### src/soc_bus_pkg.sv
`default_nettype none

package soc_bus_pkg;

  // bus widths
  typedef logic [31:0] addr_t;
  typedef logic [63:0] data_t;
  typedef logic [7:0]  strb_t;
  typedef logic [1:0]  resp_t;

  localparam resp_t RESP_OKAY = 2'b00;

  // timer region, matched on the address bits above the span
  localparam int CLINT_SPAN_BITS = 16;

  typedef logic [CLINT_SPAN_BITS-1:0] clint_off_t;

  localparam clint_off_t MTIMECMP_OFFSET = 16'h4000;
  localparam clint_off_t MTIME_OFFSET    = 16'hBFF8;

  typedef enum logic [1:0] {
    RD_IDLE,
    RD_ADDR,
    RD_DATA,
    RD_DONE
  } rd_state_e;

  typedef enum logic [1:0] {
    WR_IDLE,
    WR_SEND,
    WR_RESP,
    WR_DONE
  } wr_state_e;

endpackage

`default_nettype wire

### src/clint_regs.sv
`timescale 1ns/1ps
`default_nettype none

module clint_regs
  import soc_bus_pkg::*;
#(
  parameter addr_t CLINT_BASE = 32'h0200_0000
) (
  input  wire logic  clock,
  input  wire logic  reset,
  input  wire addr_t rd_addr_i,
  input  wire addr_t wr_addr_i,
  input  wire logic  we_i,
  input  wire data_t wr_data_i,
  input  wire strb_t wr_strb_i,
  output logic       rd_hit_o,
  output logic       wr_hit_o,
  output data_t      rd_data_o,
  output logic       timer_irq_o
);

  localparam int ADDR_W = $bits(addr_t);
  localparam logic [ADDR_W-CLINT_SPAN_BITS-1:0] BASE_TAG = CLINT_BASE[ADDR_W-1:CLINT_SPAN_BITS];

  clint_off_t rd_off;
  clint_off_t wr_off;
  logic       mtime_we;
  logic       cmp_we;
  data_t      mtime;
  data_t      mtimecmp;

  function automatic data_t merge_bytes(data_t old_val, data_t new_val, strb_t strb);
    data_t res;
    res = old_val;
    for (int i = 0; i < $bits(strb_t); i++) begin
      if (strb[i]) begin
        res[8*i +: 8] = new_val[8*i +: 8];
      end
    end
    return res;
  endfunction

  // region decode
  assign rd_hit_o = (rd_addr_i[ADDR_W-1:CLINT_SPAN_BITS] == BASE_TAG);
  assign wr_hit_o = (wr_addr_i[ADDR_W-1:CLINT_SPAN_BITS] == BASE_TAG);
  assign rd_off   = rd_addr_i[CLINT_SPAN_BITS-1:0];
  assign wr_off   = wr_addr_i[CLINT_SPAN_BITS-1:0];

  always_comb begin
    case (rd_off)
      MTIME_OFFSET:    rd_data_o = mtime;
      MTIMECMP_OFFSET: rd_data_o = mtimecmp;
      default:         rd_data_o = '0;
    endcase
  end

  assign mtime_we = we_i && wr_hit_o && (wr_off == MTIME_OFFSET);
  assign cmp_we   = we_i && wr_hit_o && (wr_off == MTIMECMP_OFFSET);

  always_ff @(posedge clock) begin
    if (reset) begin
      mtime       <= '0;
      mtimecmp    <= '1;
      timer_irq_o <= 1'b0;
    end else begin
      // a write replaces the tick for that cycle
      if (mtime_we) begin
        mtime <= merge_bytes(mtime, wr_data_i, wr_strb_i);
      end else begin
        mtime <= mtime + data_t'(1);
      end
      if (cmp_we) begin
        mtimecmp <= merge_bytes(mtimecmp, wr_data_i, wr_strb_i);
      end
      timer_irq_o <= (mtime >= mtimecmp);
    end
  end

endmodule

`default_nettype wire

### src/read_arbiter.sv
`timescale 1ns/1ps
`default_nettype none

module read_arbiter
  import soc_bus_pkg::*;
(
  input  wire logic  clock,
  input  wire logic  reset,

  input  wire logic  if_valid_i,
  input  wire addr_t if_addr_i,
  output logic       if_ready_o,
  output data_t      if_data_o,
  output resp_t      if_resp_o,

  input  wire logic  dr_valid_i,
  input  wire addr_t dr_addr_i,
  output logic       dr_ready_o,
  output data_t      dr_data_o,
  output resp_t      dr_resp_o,

  input  wire logic  clint_hit_i,
  input  wire data_t clint_data_i,

  output logic       ar_valid_o,
  input  wire logic  ar_ready_i,
  output addr_t      ar_addr_o,
  input  wire logic  r_valid_i,
  output logic       r_ready_o,
  input  wire data_t r_data_i,
  input  wire resp_t r_resp_i
);

  rd_state_e state;
  // set when the data-read port owns the current transfer
  logic      owner_dr;
  addr_t     addr_q;
  data_t     rsp_data;
  resp_t     rsp_resp;

  always_ff @(posedge clock) begin
    if (reset) begin
      state    <= RD_IDLE;
      owner_dr <= 1'b0;
    end else begin
      case (state)
        RD_IDLE: begin
          // data reads win over fetches
          if (dr_valid_i) begin
            owner_dr <= 1'b1;
            if (clint_hit_i) begin
              state <= RD_DONE;
            end else begin
              state <= RD_ADDR;
            end
          end else if (if_valid_i) begin
            owner_dr <= 1'b0;
            state    <= RD_ADDR;
          end
        end
        RD_ADDR: begin
          if (ar_ready_i) begin
            state <= RD_DATA;
          end
        end
        RD_DATA: begin
          if (r_valid_i) begin
            state <= RD_DONE;
          end
        end
        default: begin
          state <= RD_IDLE;
        end
      endcase
    end
  end

  // payload capture, timer data is taken at acceptance
  always_ff @(posedge clock) begin
    if (state == RD_IDLE) begin
      addr_q   <= dr_valid_i ? dr_addr_i : if_addr_i;
      rsp_data <= clint_data_i;
      rsp_resp <= RESP_OKAY;
    end else if (state == RD_DATA && r_valid_i) begin
      rsp_data <= r_data_i;
      rsp_resp <= r_resp_i;
    end
  end

  assign ar_valid_o = (state == RD_ADDR);
  assign ar_addr_o  = addr_q;
  assign r_ready_o  = (state == RD_DATA);

  // one completion pulse, routed to the owner
  assign dr_ready_o = (state == RD_DONE) && owner_dr;
  assign if_ready_o = (state == RD_DONE) && !owner_dr;
  assign dr_data_o  = rsp_data;
  assign if_data_o  = rsp_data;
  assign dr_resp_o  = rsp_resp;
  assign if_resp_o  = rsp_resp;

endmodule

`default_nettype wire

### src/store_port.sv
`timescale 1ns/1ps
`default_nettype none

module store_port
  import soc_bus_pkg::*;
(
  input  wire logic  clock,
  input  wire logic  reset,

  input  wire logic  dw_valid_i,
  input  wire addr_t dw_addr_i,
  input  wire data_t dw_data_i,
  input  wire strb_t dw_strb_i,
  output logic       dw_done_o,
  output resp_t      dw_resp_o,

  input  wire logic  clint_hit_i,
  output logic       clint_we_o,

  output logic       aw_valid_o,
  input  wire logic  aw_ready_i,
  output addr_t      aw_addr_o,
  output logic       w_valid_o,
  input  wire logic  w_ready_i,
  output data_t      w_data_o,
  output strb_t      w_strb_o,
  input  wire logic  b_valid_i,
  output logic       b_ready_o,
  input  wire resp_t b_resp_i
);

  wr_state_e state;
  logic      local_q;
  // address and data beats still owed to the bus
  logic      aw_pend;
  logic      w_pend;
  addr_t     addr_q;
  data_t     data_q;
  strb_t     strb_q;
  resp_t     resp_q;

  always_ff @(posedge clock) begin
    if (reset) begin
      state   <= WR_IDLE;
      local_q <= 1'b0;
      aw_pend <= 1'b0;
      w_pend  <= 1'b0;
    end else begin
      case (state)
        WR_IDLE: begin
          if (dw_valid_i) begin
            local_q <= clint_hit_i;
            if (clint_hit_i) begin
              state <= WR_DONE;
            end else begin
              aw_pend <= 1'b1;
              w_pend  <= 1'b1;
              state   <= WR_SEND;
            end
          end
        end
        WR_SEND: begin
          if (aw_ready_i) begin
            aw_pend <= 1'b0;
          end
          if (w_ready_i) begin
            w_pend <= 1'b0;
          end
          if ((!aw_pend || aw_ready_i) && (!w_pend || w_ready_i)) begin
            state <= WR_RESP;
          end
        end
        WR_RESP: begin
          if (b_valid_i) begin
            state <= WR_DONE;
          end
        end
        default: begin
          state <= WR_IDLE;
        end
      endcase
    end
  end

  always_ff @(posedge clock) begin
    if (state == WR_IDLE) begin
      addr_q <= dw_addr_i;
      data_q <= dw_data_i;
      strb_q <= dw_strb_i;
      resp_q <= RESP_OKAY;
    end else if (state == WR_RESP && b_valid_i) begin
      resp_q <= b_resp_i;
    end
  end

  assign aw_valid_o = aw_pend;
  assign aw_addr_o  = addr_q;
  assign w_valid_o  = w_pend;
  assign w_data_o   = data_q;
  assign w_strb_o   = strb_q;
  assign b_ready_o  = (state == WR_RESP);

  // timer write lands in the same cycle as the completion pulse
  assign clint_we_o = (state == WR_DONE) && local_q;
  assign dw_done_o  = (state == WR_DONE);
  assign dw_resp_o  = resp_q;

endmodule

`default_nettype wire

### src/core_bus_top.sv
`timescale 1ns/1ps
`default_nettype none

module core_bus_top
  import soc_bus_pkg::*;
#(
  parameter addr_t CLINT_BASE = 32'h0200_0000
) (
  input  wire logic  clock,
  input  wire logic  reset,

  // fetch port
  input  wire logic  if_valid_i,
  input  wire addr_t if_addr_i,
  output logic       if_ready_o,
  output data_t      if_data_o,
  output resp_t      if_resp_o,

  // data read port
  input  wire logic  dr_valid_i,
  input  wire addr_t dr_addr_i,
  output logic       dr_ready_o,
  output data_t      dr_data_o,
  output resp_t      dr_resp_o,

  // store port
  input  wire logic  dw_valid_i,
  input  wire addr_t dw_addr_i,
  input  wire data_t dw_data_i,
  input  wire strb_t dw_strb_i,
  output logic       dw_done_o,
  output resp_t      dw_resp_o,

  // axi read
  output logic       ar_valid_o,
  input  wire logic  ar_ready_i,
  output addr_t      ar_addr_o,
  input  wire logic  r_valid_i,
  output logic       r_ready_o,
  input  wire data_t r_data_i,
  input  wire resp_t r_resp_i,

  // axi write
  output logic       aw_valid_o,
  input  wire logic  aw_ready_i,
  output addr_t      aw_addr_o,
  output logic       w_valid_o,
  input  wire logic  w_ready_i,
  output data_t      w_data_o,
  output strb_t      w_strb_o,
  input  wire logic  b_valid_i,
  output logic       b_ready_o,
  input  wire resp_t b_resp_i,

  output logic       timer_irq_o
);

  logic  rd_hit;
  logic  wr_hit;
  logic  clint_we;
  data_t rd_data;

  read_arbiter u_read_arbiter (
    .clock        (clock),
    .reset        (reset),
    .if_valid_i   (if_valid_i),
    .if_addr_i    (if_addr_i),
    .if_ready_o   (if_ready_o),
    .if_data_o    (if_data_o),
    .if_resp_o    (if_resp_o),
    .dr_valid_i   (dr_valid_i),
    .dr_addr_i    (dr_addr_i),
    .dr_ready_o   (dr_ready_o),
    .dr_data_o    (dr_data_o),
    .dr_resp_o    (dr_resp_o),
    .clint_hit_i  (rd_hit),
    .clint_data_i (rd_data),
    .ar_valid_o   (ar_valid_o),
    .ar_ready_i   (ar_ready_i),
    .ar_addr_o    (ar_addr_o),
    .r_valid_i    (r_valid_i),
    .r_ready_o    (r_ready_o),
    .r_data_i     (r_data_i),
    .r_resp_i     (r_resp_i)
  );

  store_port u_store_port (
    .clock       (clock),
    .reset       (reset),
    .dw_valid_i  (dw_valid_i),
    .dw_addr_i   (dw_addr_i),
    .dw_data_i   (dw_data_i),
    .dw_strb_i   (dw_strb_i),
    .dw_done_o   (dw_done_o),
    .dw_resp_o   (dw_resp_o),
    .clint_hit_i (wr_hit),
    .clint_we_o  (clint_we),
    .aw_valid_o  (aw_valid_o),
    .aw_ready_i  (aw_ready_i),
    .aw_addr_o   (aw_addr_o),
    .w_valid_o   (w_valid_o),
    .w_ready_i   (w_ready_i),
    .w_data_o    (w_data_o),
    .w_strb_o    (w_strb_o),
    .b_valid_i   (b_valid_i),
    .b_ready_o   (b_ready_o),
    .b_resp_i    (b_resp_i)
  );

  // timer block sees the core addresses directly
  clint_regs #(
    .CLINT_BASE (CLINT_BASE)
  ) u_clint_regs (
    .clock       (clock),
    .reset       (reset),
    .rd_addr_i   (dr_addr_i),
    .wr_addr_i   (dw_addr_i),
    .we_i        (clint_we),
    .wr_data_i   (dw_data_i),
    .wr_strb_i   (dw_strb_i),
    .rd_hit_o    (rd_hit),
    .wr_hit_o    (wr_hit),
    .rd_data_o   (rd_data),
    .timer_irq_o (timer_irq_o)
  );

endmodule

`default_nettype wire

### config.mk
export PLATFORM = sky130hd
export DESIGN_NAME = core_bus_top
export DESIGN_NICKNAME = d
export VERILOG_FILES = /design/src/soc_bus_pkg.sv /design/src/clint_regs.sv /design/src/read_arbiter.sv /design/src/store_port.sv /design/src/core_bus_top.sv
export SDC_FILE = /design/constraint.sdc
export NUM_CORES = 1
export LEC_CHECK = 0
export BUFFER_PORTS_ARGS = -buffer_cell sky130_fd_sc_hd__buf_2
export CAP_MARGIN = 10
export CORE_AREA = 2 2 201 203
export DETAILED_ROUTE_END_ITERATION = 16
export DIE_AREA = 0 0 203 205
export PLACE_DENSITY = 0.72
export SLEW_MARGIN = 40
export SYNTH_ARGS = -nofsm -noshare
export SYNTH_HDL_FRONTEND = slang
export SYNTH_SLANG_ARGS = --single-unit
export TNS_END_PERCENT = 20
### constraint.sdc
create_clock -name clock -period 5.1 [get_ports clock]
set_input_delay 0.255 -clock clock [delete_from_list [all_inputs] [get_ports clock]]
set_output_delay 0.255 -clock clock [all_outputs]
set_load 0.01 [all_outputs]
After elaboration in Yosys (flattened, before gate mapping)
Cells that the tools add are included.
{"block": "totals", "wordCells": 126, "in_bits": 246, "regBits": 341, "out_inout_bits": 279}
{"block": "op_classes", "addsub": 1, "reduce_logical": 33, "n_mux": 32, "magnitude_cmp": 1, "eq_ne": 29}
{"cell": "$mux 64", "count": 3}
{"cell": "$pmux 64 s2", "count": 1}
{"cell": "$add 64x1->64 const B", "count": 1}
{"cell": "$ge 64x64->1", "count": 1}
{"cell": "$mux 8", "count": 8}
{"cell": "$eq 16x10->1 const B", "count": 2}
{"cell": "$eq 16x15->1 const B", "count": 2}
{"cell": "$eq 16x16->1 const B", "count": 2}
{"cell": "$mux 32", "count": 1}
{"cell": "$ne 2x2->1 const B", "count": 14}
{"cell": "$reduce_and 2->1", "count": 10}
{"cell": "$mux 2", "count": 9}
{"cell": "$pmux 2 s3", "count": 2}
{"cell": "$logic_and 1x1->1", "count": 9}
{"cell": "$eq 2x2->1 const B", "count": 4}
{"cell": "$reduce_and 4->1", "count": 2}
{"cell": "$mux 1", "count": 6}
{"cell": "$reduce_and 3->1", "count": 2}
{"cell": "$reduce_bool 2->1", "count": 3}
{"cell": "$eq 2x1->1 const B", "count": 2}
{"cell": "$logic_not 2->1", "count": 2}
{"cell": "$ne 2x1->1 const B", "count": 2}
{"cell": "$pmux 1 s2", "count": 2}
{"cell": "$logic_not 1->1", "count": 3}
{"cell": "2 further kinds", "count": 3}

Longest topological paths before layout
Gate-level depths: netlist of run 1.
{"block": "depth", "word_depth": 5, "depth_mapped": 10, "mapped_depth_nobuf": 8}

Cells and area by module
Synthesis of run 1 repeated with hierarchy kept, for this count alone.
{"block": "unflattened", "cells_unflattened": 1591, "hier_area_um2": 17236.5}
{"mod": "clint_regs", "cells_per_inst": 1129, "instances": 1, "seq_area_each_um2": 2582.5, "area_per_inst_um2": 8780.9}
{"mod": "read_arbiter", "cells_per_inst": 307, "instances": 1, "seq_area_each_um2": 2982.9, "area_per_inst_um2": 4860.9}
{"mod": "store_port", "cells_per_inst": 155, "instances": 1, "seq_area_each_um2": 3263.1, "area_per_inst_um2": 3594.7}

Worst setup path before layout of run 1
No wires, ideal clock.
{"block": "synth_timing", "path_kind": "register to register", "start": "register u_store_port.state[0]", "end": "register u_store_port.state[0]", "t_required_ps": 5009, "path_stages_with_launch": 7, "path_slack_ps": 1001, "period_less_slack_ps": 4099, "setup_time_ps": 91, "arrival_ps": 4008, "path_cell_list": "dfxtp_1 > inv_1 > ha_1 > inv_1 > o221ai_1 > nor3_1 > a211oi_1"}
{"block": "synth_between", "elab_chain_len": 3, "word_cells_on_any_way": 8}
{"item": "start: declaration", "line": "store_port.sv:32", "source": "wr_state_e state;"}
{"item": "start signal: assignment", "line": "store_port.sv:44", "source": "state <= WR_IDLE;"}
{"item": "start signal: assignment", "line": "store_port.sv:54", "source": "state <= WR_DONE;"}
{"item": "start signal: assignment", "line": "store_port.sv:58", "source": "state <= WR_SEND;"}
{"item": "$eq 2x1->1 (tied with other cells)", "line": "store_port.sv:49", "source": "case (state)"}
{"item": "$ne 2x1->1 (no line) or $ne 2x2->1 (tied branches)"}
{"item": "$reduce_and 3->1 (no line)"}
Several ways; a longest one is shown, not always the timed one.
A chain may end at the register's enable or synchronous reset.

Final worst setup path of run 1
{"block": "layout_timing", "start": "register u_clint_regs.mtime[18]", "end": "register u_clint_regs.mtime[49]"}
{"block": "layout_between", "elab_chain_len": 2}
{"item": "start: declaration", "line": "clint_regs.sv:29", "source": "data_t mtime;"}
{"item": "start signal: assignment", "line": "clint_regs.sv:68", "source": "mtime <= merge_bytes(mtime, wr_data_i, wr_strb_i);"}
{"item": "start signal: assignment", "line": "clint_regs.sv:70", "source": "mtime <= mtime + data_t'(1);"}
{"item": "$add 64x1->64", "line": "clint_regs.sv:70"}
{"item": "$mux 64", "line": "clint_regs.sv:67", "source": "if (mtime_we) begin"}
No other way between the ends.

==> run_results.csv, run 1 <==
group,metric,value,unit
run_status,status,"completed",
finish,final_net_count,2520,
clock_tree,post_cts.repair.setup_buffers,0,
job,cap_violations,0,
sta,rsz0062_at_grt,"no",
synthesis,ys_seq_elements,341,
floorplanning,ioPinCount,525,
detailed_routing,first_pass_iters,6,
floorplanning,dieWidth,203,um
global_route,grt_pass1_wl,82.9,mm
detailed_routing,avgViaCountPerCell,5.65,
power_and_ir_drop,seq_power_share,0.424,
synthesis,synth_area_leaders,"edfxtp_1 36%, dfxtp_1 17%, ha_1 5.6%, a21oi_1 4.1%, nand2_1 3.1%",
sta,fin_crit,2870,ps
place,hpwl,39.9,mm
floorplanning,rows,73,
power_and_ir_drop,internal_power,6.80,mW
sta,hold_ws,20.8,ps
critical_path,worstSetupStartpointType,"flip-flop",
floorplanning,initial_core_util,0.425,
detailed_routing,drt_wl_total,56.4,mm
synthesis,ys_seq_area_frac,0.528,
global_route,grt_use_total,0.257,
synthesis,synthAdderAreaFrac,0.0561,
power_and_ir_drop,leakagePower,9.40,nW
critical_path,critical_path_class,"reg2reg",
critical_path,worstPathRequired,5580,ps
synthesis,synth_edf_count,200,
synthesis,synth-simple-area-share,0.155,
finish,register_area,0.00883,sq mm
finish,post_route_cells_drive_above_1_share,0.292,
place,place_worst_setup_slack,1820,ps
synthesis,postSynthAreaPerCell,10.2,sq um
finish,finalNonFillerCells,2757,
floorplanning,coreArea,0.0394,sq mm
clock_tree,cts_root_buffer,"clkbuf_16",
clock_tree,clock_sinks,341,
detailed_routing,wl_per_cell,20.4,um
synthesis,async_flop_share,0,
sta,final.setup.worst_slack,2230,ps
finish,final_util,0.560,
sta,fin_crit_sh,0.563,
detailed_routing,num_vias,15600,
sta,tightestPinTransition,831,ps
place,routabilityCongestion,0.870,
detailed_routing,drtIter0Drc,1461,
synthesis,yosysTopAreaCellShare,0.359,
floorplanning,die-area,0.0416,sq mm
synthesis,syn_inst,1640,
hold_path,min_path_type,"in2reg",
synthesis,yosys.area_share.xor_xnor,0,
sta,finClkSkew,21.8,ps
power_and_ir_drop,vdd.ir_drop.worst,440,uV
power_and_ir_drop,p_per_area,461,mW/mm^2
detailed_routing,drtAntennaViolNets,0,
global_route,grt_pass1_vias,15000,
sta,fmax,349,MHz
finish,fillers,3348,
place,placed_cell_area,0.0193,sq mm
finish,multi_input_area,0.00683,sq mm
sta,maxSlewHeadroom,0.446,
synthesis,syn_area,0.0167,sq mm
global_route,antenna_found_initial,4,
clock_tree,numCtsBuffers,39,
sta,tns,0,ps
clock_tree,cts_resized,0,
floorplanning,die_h,205,um
global_route,grt_max_degree,99,
clock_tree,cts_tree,"yes",
synthesis,synth-warning-count,0,
place,io_buffers,524,
synthesis,synthFlopType,"edfxtp_1",
global_route,grt.overflow.total,0,
clock_tree,postCtsHoldBufs,137,
power_and_ir_drop,p_comb_frac,0.294,
sta,final_hold_viol_count,0,
power_and_ir_drop,finalPower,10.2,mW
finish,final_area,0.0220,sq mm
synthesis,synth_top_family_by_area,"compound AO/OA/AOI/OAI gates",
power_and_ir_drop,pwr-share-clk,0.282,
synthesis,yosysUniqueCellTypes,64,
sta,finalMaxSlewViolations,0,
clock_tree,clk_latency,560,ps
critical_path,critPathArrivalTime,3350,ps
synthesis,yosys.area.top_type,"edfxtp_1",
power_and_ir_drop,power.share.switching,0.331,
finish,area_delta_synth_final,31.8,%
synthesis,synthesis.nets,1961,
critical_path,path_max_fanout,11,
place,dp.cells,2546,
detailed_routing,drc,0,
critical_path,endpoint_kind,"flip-flop",
critical_path,r2r_setup_slack,2230,ps
clock_tree,htree_levels,2,
sta,setup_viol,0,
clock_tree,cts_max_path_buffers,3,
synthesis,synth_mux_area_frac,0.0259,
clock_tree,cts.reportedPaths.clkPinSlew,60,ps
power_and_ir_drop,power_switching,3.36,mW
synthesis,synth-compound-area-share,0.166,
-- worst paths after layout --
kind	start	end	cells past startpoint
min reg2reg	u_store_port.local_q	u_store_port.local_q	2
min	if_addr_i[17]	u_read_arbiter.ar_addr_o[17]	2
max reg2reg	u_clint_regs.mtime[18]	u_clint_regs.mtime[49]	6
max	u_clint_regs.mtime[18]	u_clint_regs.mtime[49]	6
-- worst max-delay path: stages (launching register included) --
cell	delay, ps
dfxtp_1	520
nand4_4	180
or4_4	610
nor4_4	470
nand4_2	420
or3_1	440
a31oi_1	150
-- power by group through the flow --
stage                     clock network (mW)  logic, mW  registers, mW
after floorplan                            0       1.35           4.74
after global placement                     0       2.79           4.34
after detailed placement                   0       2.89           4.34
after CTS                               2.91       2.98           4.30
after global routing                    3.03       3.20           4.37
final                                   2.87       2.98           4.31
-- Yosys cell counts, drive strengths merged (3+ instances only) --
library cell and number:
nand4 40, a31oi 24, nand2b 3, o211a 3, a21oi 137, mux2i 5
o21a 6, edfxtp 200, a22oi 66, nand3 45, o21ai 48, nor4b 5
o21bai 4, a221oi 3, inv 84, nor4 34, nor3 42, dfxtp 141
buf 80, and2 26, nor3b 4, or4 4, and4 7, o31ai 6
a21o 5, a311oi 6, nor2 127, o221ai 3, o211ai 68, a32oi 4
nand2 138, ha 75, or3 9, nor2b 4, a2bb2oi 3, clkbuf 75
nand3b 7, mux2 34, a211oi 20, a41oi 9, and3 21
-- cell type report --
cell class / instances / area share
clock inverter: 19 / 0.0102
timing repair buffer: 673 / 0.187
inverter: 84 / 0.0144
clock buffer: 52 / 0.0484
tap: 525 / 0.0298
antenna: 3 / 0.000341
multi-input combinational: 1060 / 0.310
sequential: 341 / 0.401
-- registers in the layout (all words and copies together), names as in the netlist, 2 cells and up --
signal and cells:
u_read_arbiter.dr_resp_o 2, u_clint_regs.mtimecmp 64, u_read_arbiter.dr_data_o 64, u_store_port.aw_addr_o 32
u_store_port.w_strb_o 8, u_store_port.w_data_o 64, u_clint_regs.mtime 64, u_store_port.state 2
u_store_port.dw_resp_o 2, u_read_arbiter.state 2, u_read_arbiter.ar_addr_o 32
-- per-layer routing --
layer,part of all wire,vias up,GRT usage,routed length [um]
met5,0.00020,-,0,11
met4,0.044,2,0.119,2480
met3,0.073,144,0.0488,4130
met2,0.49,810,0.444,27600
met1,0.39,7426,0.310,22100
li1,-,7201,-,-
-- placed cells by master, fill, tap and decap left out, drive strengths merged, types with 26 or more instances in the layout --
cell and count:
nor2 127, a22oi 66, inv 84, o21ai 48
nand3 45, and2 26, edfxtp 200, dfxtp 141
nor4 34, nand2 138, mux2 34, clkbuf 52
nand4 40, a21oi 137, dlygate4sd3 137, ha 75
buf 536, o211ai 68, nor3 42
-- logic make-up after synthesis --
group,after synthesis
AOI/OAI and AO/OA,426
buffers and inverters,239
adders and majority gates,75
and+or+nand+nor,520
muxes,39
DFF,341
(Power assumes the default switching activity.)
==> run 2: changes to the inputs <==
ABC_AREA = 1   (was not set)
CORE_AREA = 2 2 206 208   (was 2 2 201 203)
DIE_AREA = 0 0 208 210   (was 0 0 203 205)
PLACE_DENSITY = 0.77   (was 0.72)
clock period = 2.41 ns   (was 5.1 ns; I/O delays follow)
==> run 2 against run 1 <==
  * Global-route usage up 5.2 points
  * Sequential cell count unchanged
  * Clock power grew 120%
  * Critical path type unchanged
  * Highest routed layer is now met4
==> run_results.csv, run 2 <==
group,metric,value,unit
sta,fin_crit,2330,ps
synthesis,synth-warning-count,0,
power_and_ir_drop,finalPower,21.7,mW
sta,tns,0,ps
synthesis,synthFlopType,"edfxtp_1",
detailed_routing,first_pass_iters,5,
synthesis,yosys.area.top_type,"edfxtp_1",
detailed_routing,avgViaCountPerCell,5.22,
sta,maxSlewHeadroom,0.576,
synthesis,postSynthAreaPerCell,7.76,sq um
critical_path,r2r_setup_slack,80,ps
floorplanning,die_h,210,um
synthesis,ys_seq_area_frac,0.478,
global_route,grt_pass1_vias,19100,
sta,fin_crit_sh,0.965,
critical_path,endpoint_kind,"flip-flop",
global_route,antenna_found_initial,1,
finish,finalNonFillerCells,3667,
critical_path,r2r-start,"u_store_port.state[0]",
detailed_routing,drtAntennaViolNets,0,
finish,multi_input_area,0.00790,sq mm
floorplanning,die-area,0.0437,sq mm
synthesis,synth_most_common_cell,"nand2_1",
floorplanning,coreArea,0.0415,sq mm
run_status,status,"completed",
floorplanning,dieWidth,208,um
finish,area_delta_synth_final,36.7,%
synthesis,synth_edf_count,200,
global_route,grt_max_degree,68,
sta,final_hold_viol_count,0,
floorplanning,ioPinCount,525,
power_and_ir_drop,p_per_area,860,mW/mm^2
place,routabilityCongestion,0.971,
detailed_routing,drtIter0Drc,1481,
hold_path,hold_end,"u_read_arbiter.ar_addr_o[29]",
sta,setup_viol,0,
clock_tree,clk_latency,570,ps
power_and_ir_drop,leakagePower,12.3,nW
critical_path,worstPathRequired,2870,ps
synthesis,synthesis.nets,2701,
detailed_routing,num_vias,19100,
detailed_routing,wl_per_cell,19.0,um
clock_tree,cts_tree,"yes",
floorplanning,initial_core_util,0.445,
critical_path,critical_path_class,"reg2reg",
finish,final_net_count,3416,
synthesis,yosysTopAreaCellShare,0.325,
critical_path,worstSetupStartpointType,"flip-flop",
finish,post_route_cells_drive_above_1_share,0.220,
clock_tree,cts_max_path_buffers,3,
finish,register_area,0.00883,sq mm
synthesis,async_flop_share,0,
hold_path,hold_depth,3,
job,cap_violations,0,
finish,final_cell_mix,"781 x nand2_1, 523 x buf_2, 251 x inv_1, 245 x dlygate4sd3_1, 218 x nor2_1",
place,hpwl,48.6,mm
detailed_routing,drc,0,
synthesis,ys_top_cells_by_count,"782 x nand2_1, 252 x inv_1, 219 x nor2_1",
floorplanning,rows,75,
global_route,grt_pass1_wl,106,mm
critical_path,worstRegToRegCells,7,
clock_tree,numCtsBuffers,40,
synthesis,syn_area,0.0185,sq mm
sta,tightestPinTransition,630,ps
clock_tree,clock_sinks,341,
sta,rsz0062_at_grt,"no",
critical_path,critPathArrivalTime,2790,ps
place,io_buffers,524,
synthesis,syn_inst,2380,
synthesis,ys_seq_elements,341,
critical_path,rr_endpoint,"u_store_port.dw_resp_o[0]",
place,dp.cells,3347,
hold_path,min_path_type,"in2reg",
global_route,grt.overflow.total,0,
detailed_routing,drt_wl_total,69.6,mm
finish,final_common_cell,"nand2_1",
sta,finalMaxSlewViolations,0,
hold_path,min-delay-start,"dr_addr_i[29]",
clock_tree,htree_levels,2,
clock_tree,cts.reportedPaths.clkPinSlew,60,ps
power_and_ir_drop,vdd.ir_drop.worst,774,uV
synthesis,synth_area_leaders,"edfxtp_1 33%, nand2_1 16%, dfxtp_1 15%, inv_1 5.1%, ha_1 5.1%",
clock_tree,cts_root_buffer,"clkbuf_16",
global_route,grt_use_total,0.309,
sta,finClkSkew,28.7,ps
sta,fmax,430,MHz
synthesis,yosysUniqueCellTypes,37,
critical_path,path_max_fanout,5,
finish,fillers,3545,
## run 2: kinds of logic (layout without fill, tap and decap cells)
family	after synthesis	in the layout	share of synthesized area
other	0	1	0
adders and majority gates	75	75	0.0508
xor gates and xnor gates	21	21	0.00996
buffers and inverters	402	1149	0.0971
AOI/OAI and AO/OA	302	302	0.0863
and+or+nand+nor	1239	1239	0.278
DFF	341	341	0.478
## run 2: per-stage QoR
step | utilization | hold slack (ps) | setup slack, ps | instance area [sq um]
detailed placement | 0.516 | 313 | 152 | 21400
finish | 0.609 | 27.5 | 84.3 | 25200
CTS | 0.609 | 1.62 | 114 | 25200
global route | 0.609 | 13.3 | 0.585 | 25200
floorplan | - | 219 | 135 | 18500
global placement | 0.516 | 314 | 206 | 21400
## run 2: layout make-up
type / count / share of cell area
Tap cell: 539 / 0.0267
Timing Repair Buffer: 816 / 0.218
Multi-Input combinational cell: 1637 / 0.313
Clock buffer: 54 / 0.0450
Antenna cell: 1 / 0.0000991
Sequential cell: 341 / 0.350
Clock inverter: 20 / 0.00956
Inverter: 259 / 0.0385
## run 2: worst max path at each step
stage	start	end	slack, ps
5_1_grt	u_store_port.state[0]	u_store_port.dw_resp_o[0]	0.6
4_1_cts	u_clint_regs.mtime[1]	u_clint_regs.mtime[50]	110
3_5_place_dp	u_clint_regs.mtime[1]	u_clint_regs.mtime[50]	150
2_1_floorplan	u_read_arbiter.state[0]	u_read_arbiter.dr_data_o[0]	130
6_report	u_store_port.state[0]	u_store_port.dw_resp_o[0]	80
3_3_place_gp	u_clint_regs.mtime[1]	u_clint_regs.mtime[50]	210
## run 2: per-layer routing
| layer | vias up | share of wire | track usage | wire length (um) |
|---|---|---|---|---|
| li1 | 9145 | - | - | - |
| met1 | 8951 | 0.40 | 0.373 | 27600 |
| met2 | 894 | 0.50 | 0.554 | 35000 |
| met3 | 152 | 0.065 | 0.0495 | 4540 |
| met4 | 0 | 0.035 | 0.115 | 2450 |
| met5 | - | 0 | 0 | 0 |
## run 2: critical path: stages, from the launching register on
cell and delay (ps):
dfxtp_2 340, inv_1 130, ha_1 240, nand2_1 110, o21ai_0 200, dlygate4sd3_1 580
nor2_1 50, dlygate4sd3_1 560
## run 2: where the power goes
group / switching [mW] / total (mW) / internal (mW)
Combinational: 4.16 / 6.40 / 2.24
Sequential: 0.623 / 8.92 / 8.30
Clock: 2.55 / 6.40 / 3.86
Total: 7.33 / 21.7 / 14.4
## run 2: what timing repair did
action,CTS,global route
hold buffers,245,0
endpoints found under the hold margin,307,0
setup buffers,0,0
resized for setup,0,4
setup endpoints to repair,0,8
==> run 3: changes to the inputs <==
==> constraint.sdc (replaced) <==
create_clock -name clock -period 2.41 [get_ports clock]
set_input_delay 0.3615 -clock clock [delete_from_list [all_inputs] [get_ports clock]]
set_output_delay 0.3615 -clock clock [all_outputs]
set_load 0.01 [all_outputs]
==> run 3 against run 2 <==
  * Clock power down 4.2%
  * Wire length down 7.6%
  * Non-clock buffer count down 185
  * Total power down 3.6%
  * Maximum frequency up 2.0%
  * Critical path depth up 6
  * Sequential power about the same
  * Final cell count down 5.1%
  * Worst setup slack better by 46 ps
  * Largest cell class unchanged
  * First-iteration DRC count up 1.4%
  * Critical path type is now in2reg
==> run_results.csv, run 3 (synthesis gave the netlist of run 2 again) <==
group,metric,value,unit
run_status,status,"completed",
critical_path,crit_slowest_cell,"dlygate4sd3_1",
clock_tree,clk_latency,560,ps
clock_tree,cts_root_buffer,"clkbuf_16",
detailed_routing,drtAntennaViolNets,0,
hold_path,min-delay-start,"dw_data_i[36]",
sta,finClkSkew,16.0,ps
critical_path,path_max_fanout,30,
detailed_routing,num_vias,18200,
critical_path,path_common_cell,"nand2_1",
job,cap_violations,0,
floorplanning,coreArea,0.0415,sq mm
clock_tree,cts_max_path_buffers,3,
sta,setup_viol,0,
finish,area_delta_synth_final,26.4,%
sta,final_hold_viol_count,0,
hold_path,min_path_type,"in2reg",
sta,tns,0,ps
sta,rsz0062_at_grt,"no",
critical_path,critPathTopFamily,"buffers and inverters",
detailed_routing,met2_length,31.5,mm
place,dp.cells,3350,
detailed_routing,first_pass_iters,6,
clock_tree,htree_levels,2,
floorplanning,ioPinCount,525,
place,io_buffers,524,
finish,finalNonFillerCells,3480,
critical_path,worstSetupStartpointType,"primary input",
clock_tree,cts.reportedPaths.clkPinSlew,60,ps
sta,fin_crit_sh,0.946,
finish,final_net_count,3230,
detailed_routing,top_layer,"met5",
critical_path,worstPathRequired,2880,ps
critical_path,critPathArrivalTime,2750,ps
sta,fin_crit,2280,ps
clock_tree,clock_sinks,341,
critical_path,path_cells,"dlygate4sd3_1 -> buf_2 -> nand2_1 -> nor2_1 -> nand3_1 -> nor2_2 -> nand2_2 -> inv_1 -> buf_4 -> nand2_1 -> nand2_1 -> inv_1 -> a21oi_1",
finish,post_route_cells_drive_above_1_share,0.232,
detailed_routing,drtIter0Drc,1502,
critical_path,critical_path_class,"in2reg",
critical_path,r2r-start,"u_clint_regs.mtime[0]",
critical_path,endpoint_kind,"flip-flop",
sta,finalMaxSlewViolations,0,
floorplanning,rows,75,
clock_tree,numCtsBuffers,39,
sta,maxSlewHeadroom,0.470,
power_and_ir_drop,vdd.ir_drop.worst,782,uV
detailed_routing,drt_wl_total,64.3,mm
global_route,antenna_found_initial,3,
global_route,grt_pass1_vias,17600,
global_route,grt_max_degree,108,
power_and_ir_drop,p_per_area,897,mW/mm^2
detailed_routing,avgViaCountPerCell,5.22,
sta,tightestPinTransition,795,ps
detailed_routing,wl_per_cell,18.5,um
finish,final_common_cell,"nand2_1",
detailed_routing,met3_length,4.63,mm
clock_tree,post_cts.repair.setup_buffers,0,
critical_path,crit_buf_inv,5,
sta,fmax,439,MHz
global_route,grt.overflow.total,0,
global_route,grt_use_total,0.286,
finish,final_cell_mix,"781 x nand2_1, 523 x buf_2, 252 x inv_1, 219 x nor2_1, 200 x edfxtp_1",
power_and_ir_drop,finalPower,21.0,mW
clock_tree,cts_tree,"yes",
place,routabilityCongestion,0.957,
finish,final_area,0.0233,sq mm
global_route,grt_pass1_wl,97.9,mm
detailed_routing,wl_met1,25.4,mm
place,hpwl,48.1,mm
detailed_routing,drc,0,
critical_path,max_stage_delay,550,ps
floorplanning,die_h,210,um
floorplanning,dieWidth,208,um
floorplanning,die-area,0.0437,sq mm
critical_path,crit_start,"dw_addr_i[7]",
power_and_ir_drop,leakagePower,11.5,nW
floorplanning,initial_core_util,0.445,
place,placed_cell_area,0.0215,sq mm
-- run 3: cell types whose count changed in the layout (fill, tap and decap cells not counted), sizes merged, moves of 2 or more --
| cell | delta |
|---|---|
| dlygate4sd3 | -188 |
| buf | +3 |
| clkinvlp | -3 |
| clkbuf | +2 |
| clkinv | -2 |
-- run 3: metal layers --
metal	global-route usage	vias up
met3	0.0502	136
met4	0.135	2
met1	0.346	8482
met5	0	-
met2	0.497	790
li1	-	8756
-- run 3: path summary, 6_finish.rpt --
check,endpoint,slack [ps],cells past startpoint
setup / recovery,u_clint_regs.mtime[49],130,13
hold / removal,u_store_port.w_data_o[36],20,1
setup reg to reg,u_clint_regs.mtime[60],270,10
hold reg to reg,u_clint_regs.mtimecmp[2],460,2
-- run 3: repair_timing --
action	CTS	global route
hold buffers	57	0
hold endpoints to repair	57	0
setup endpoints to repair	0	8
resized for setup	0	1
-- run 3: final cells by class --
cell class                      instances  area (sq um)
Inverter                              259           975
Timing Repair Buffer                  631          3660
Fill cell                            3901         18100
Clock inverter                         15           178
Tap cell                              539           674
Multi-Input combinational cell       1637          7890
Clock buffer                           56          1130
Antenna cell                            2          5.00
Sequential cell                       341          8830
-- run 3: power breakdown --
part	leakage, nW	internal, mW	total, mW	switching (mW)
logic	7.63	1.95	5.93	3.98
clock network	0.640	3.70	6.13	2.43
registers	3.18	8.30	8.89	0.588
-- run 3: metrics by stage --
step           utilization  hold WS (ps)  worst slack [ps]
2_1_floorplan            -           426               135
3_3_place_gp         0.517           441              49.7
3_5_place_dp         0.517           446               101
4_1_cts              0.563         0.613               207
5_1_grt              0.563          8.78              17.1
6_report             0.563          24.4               130
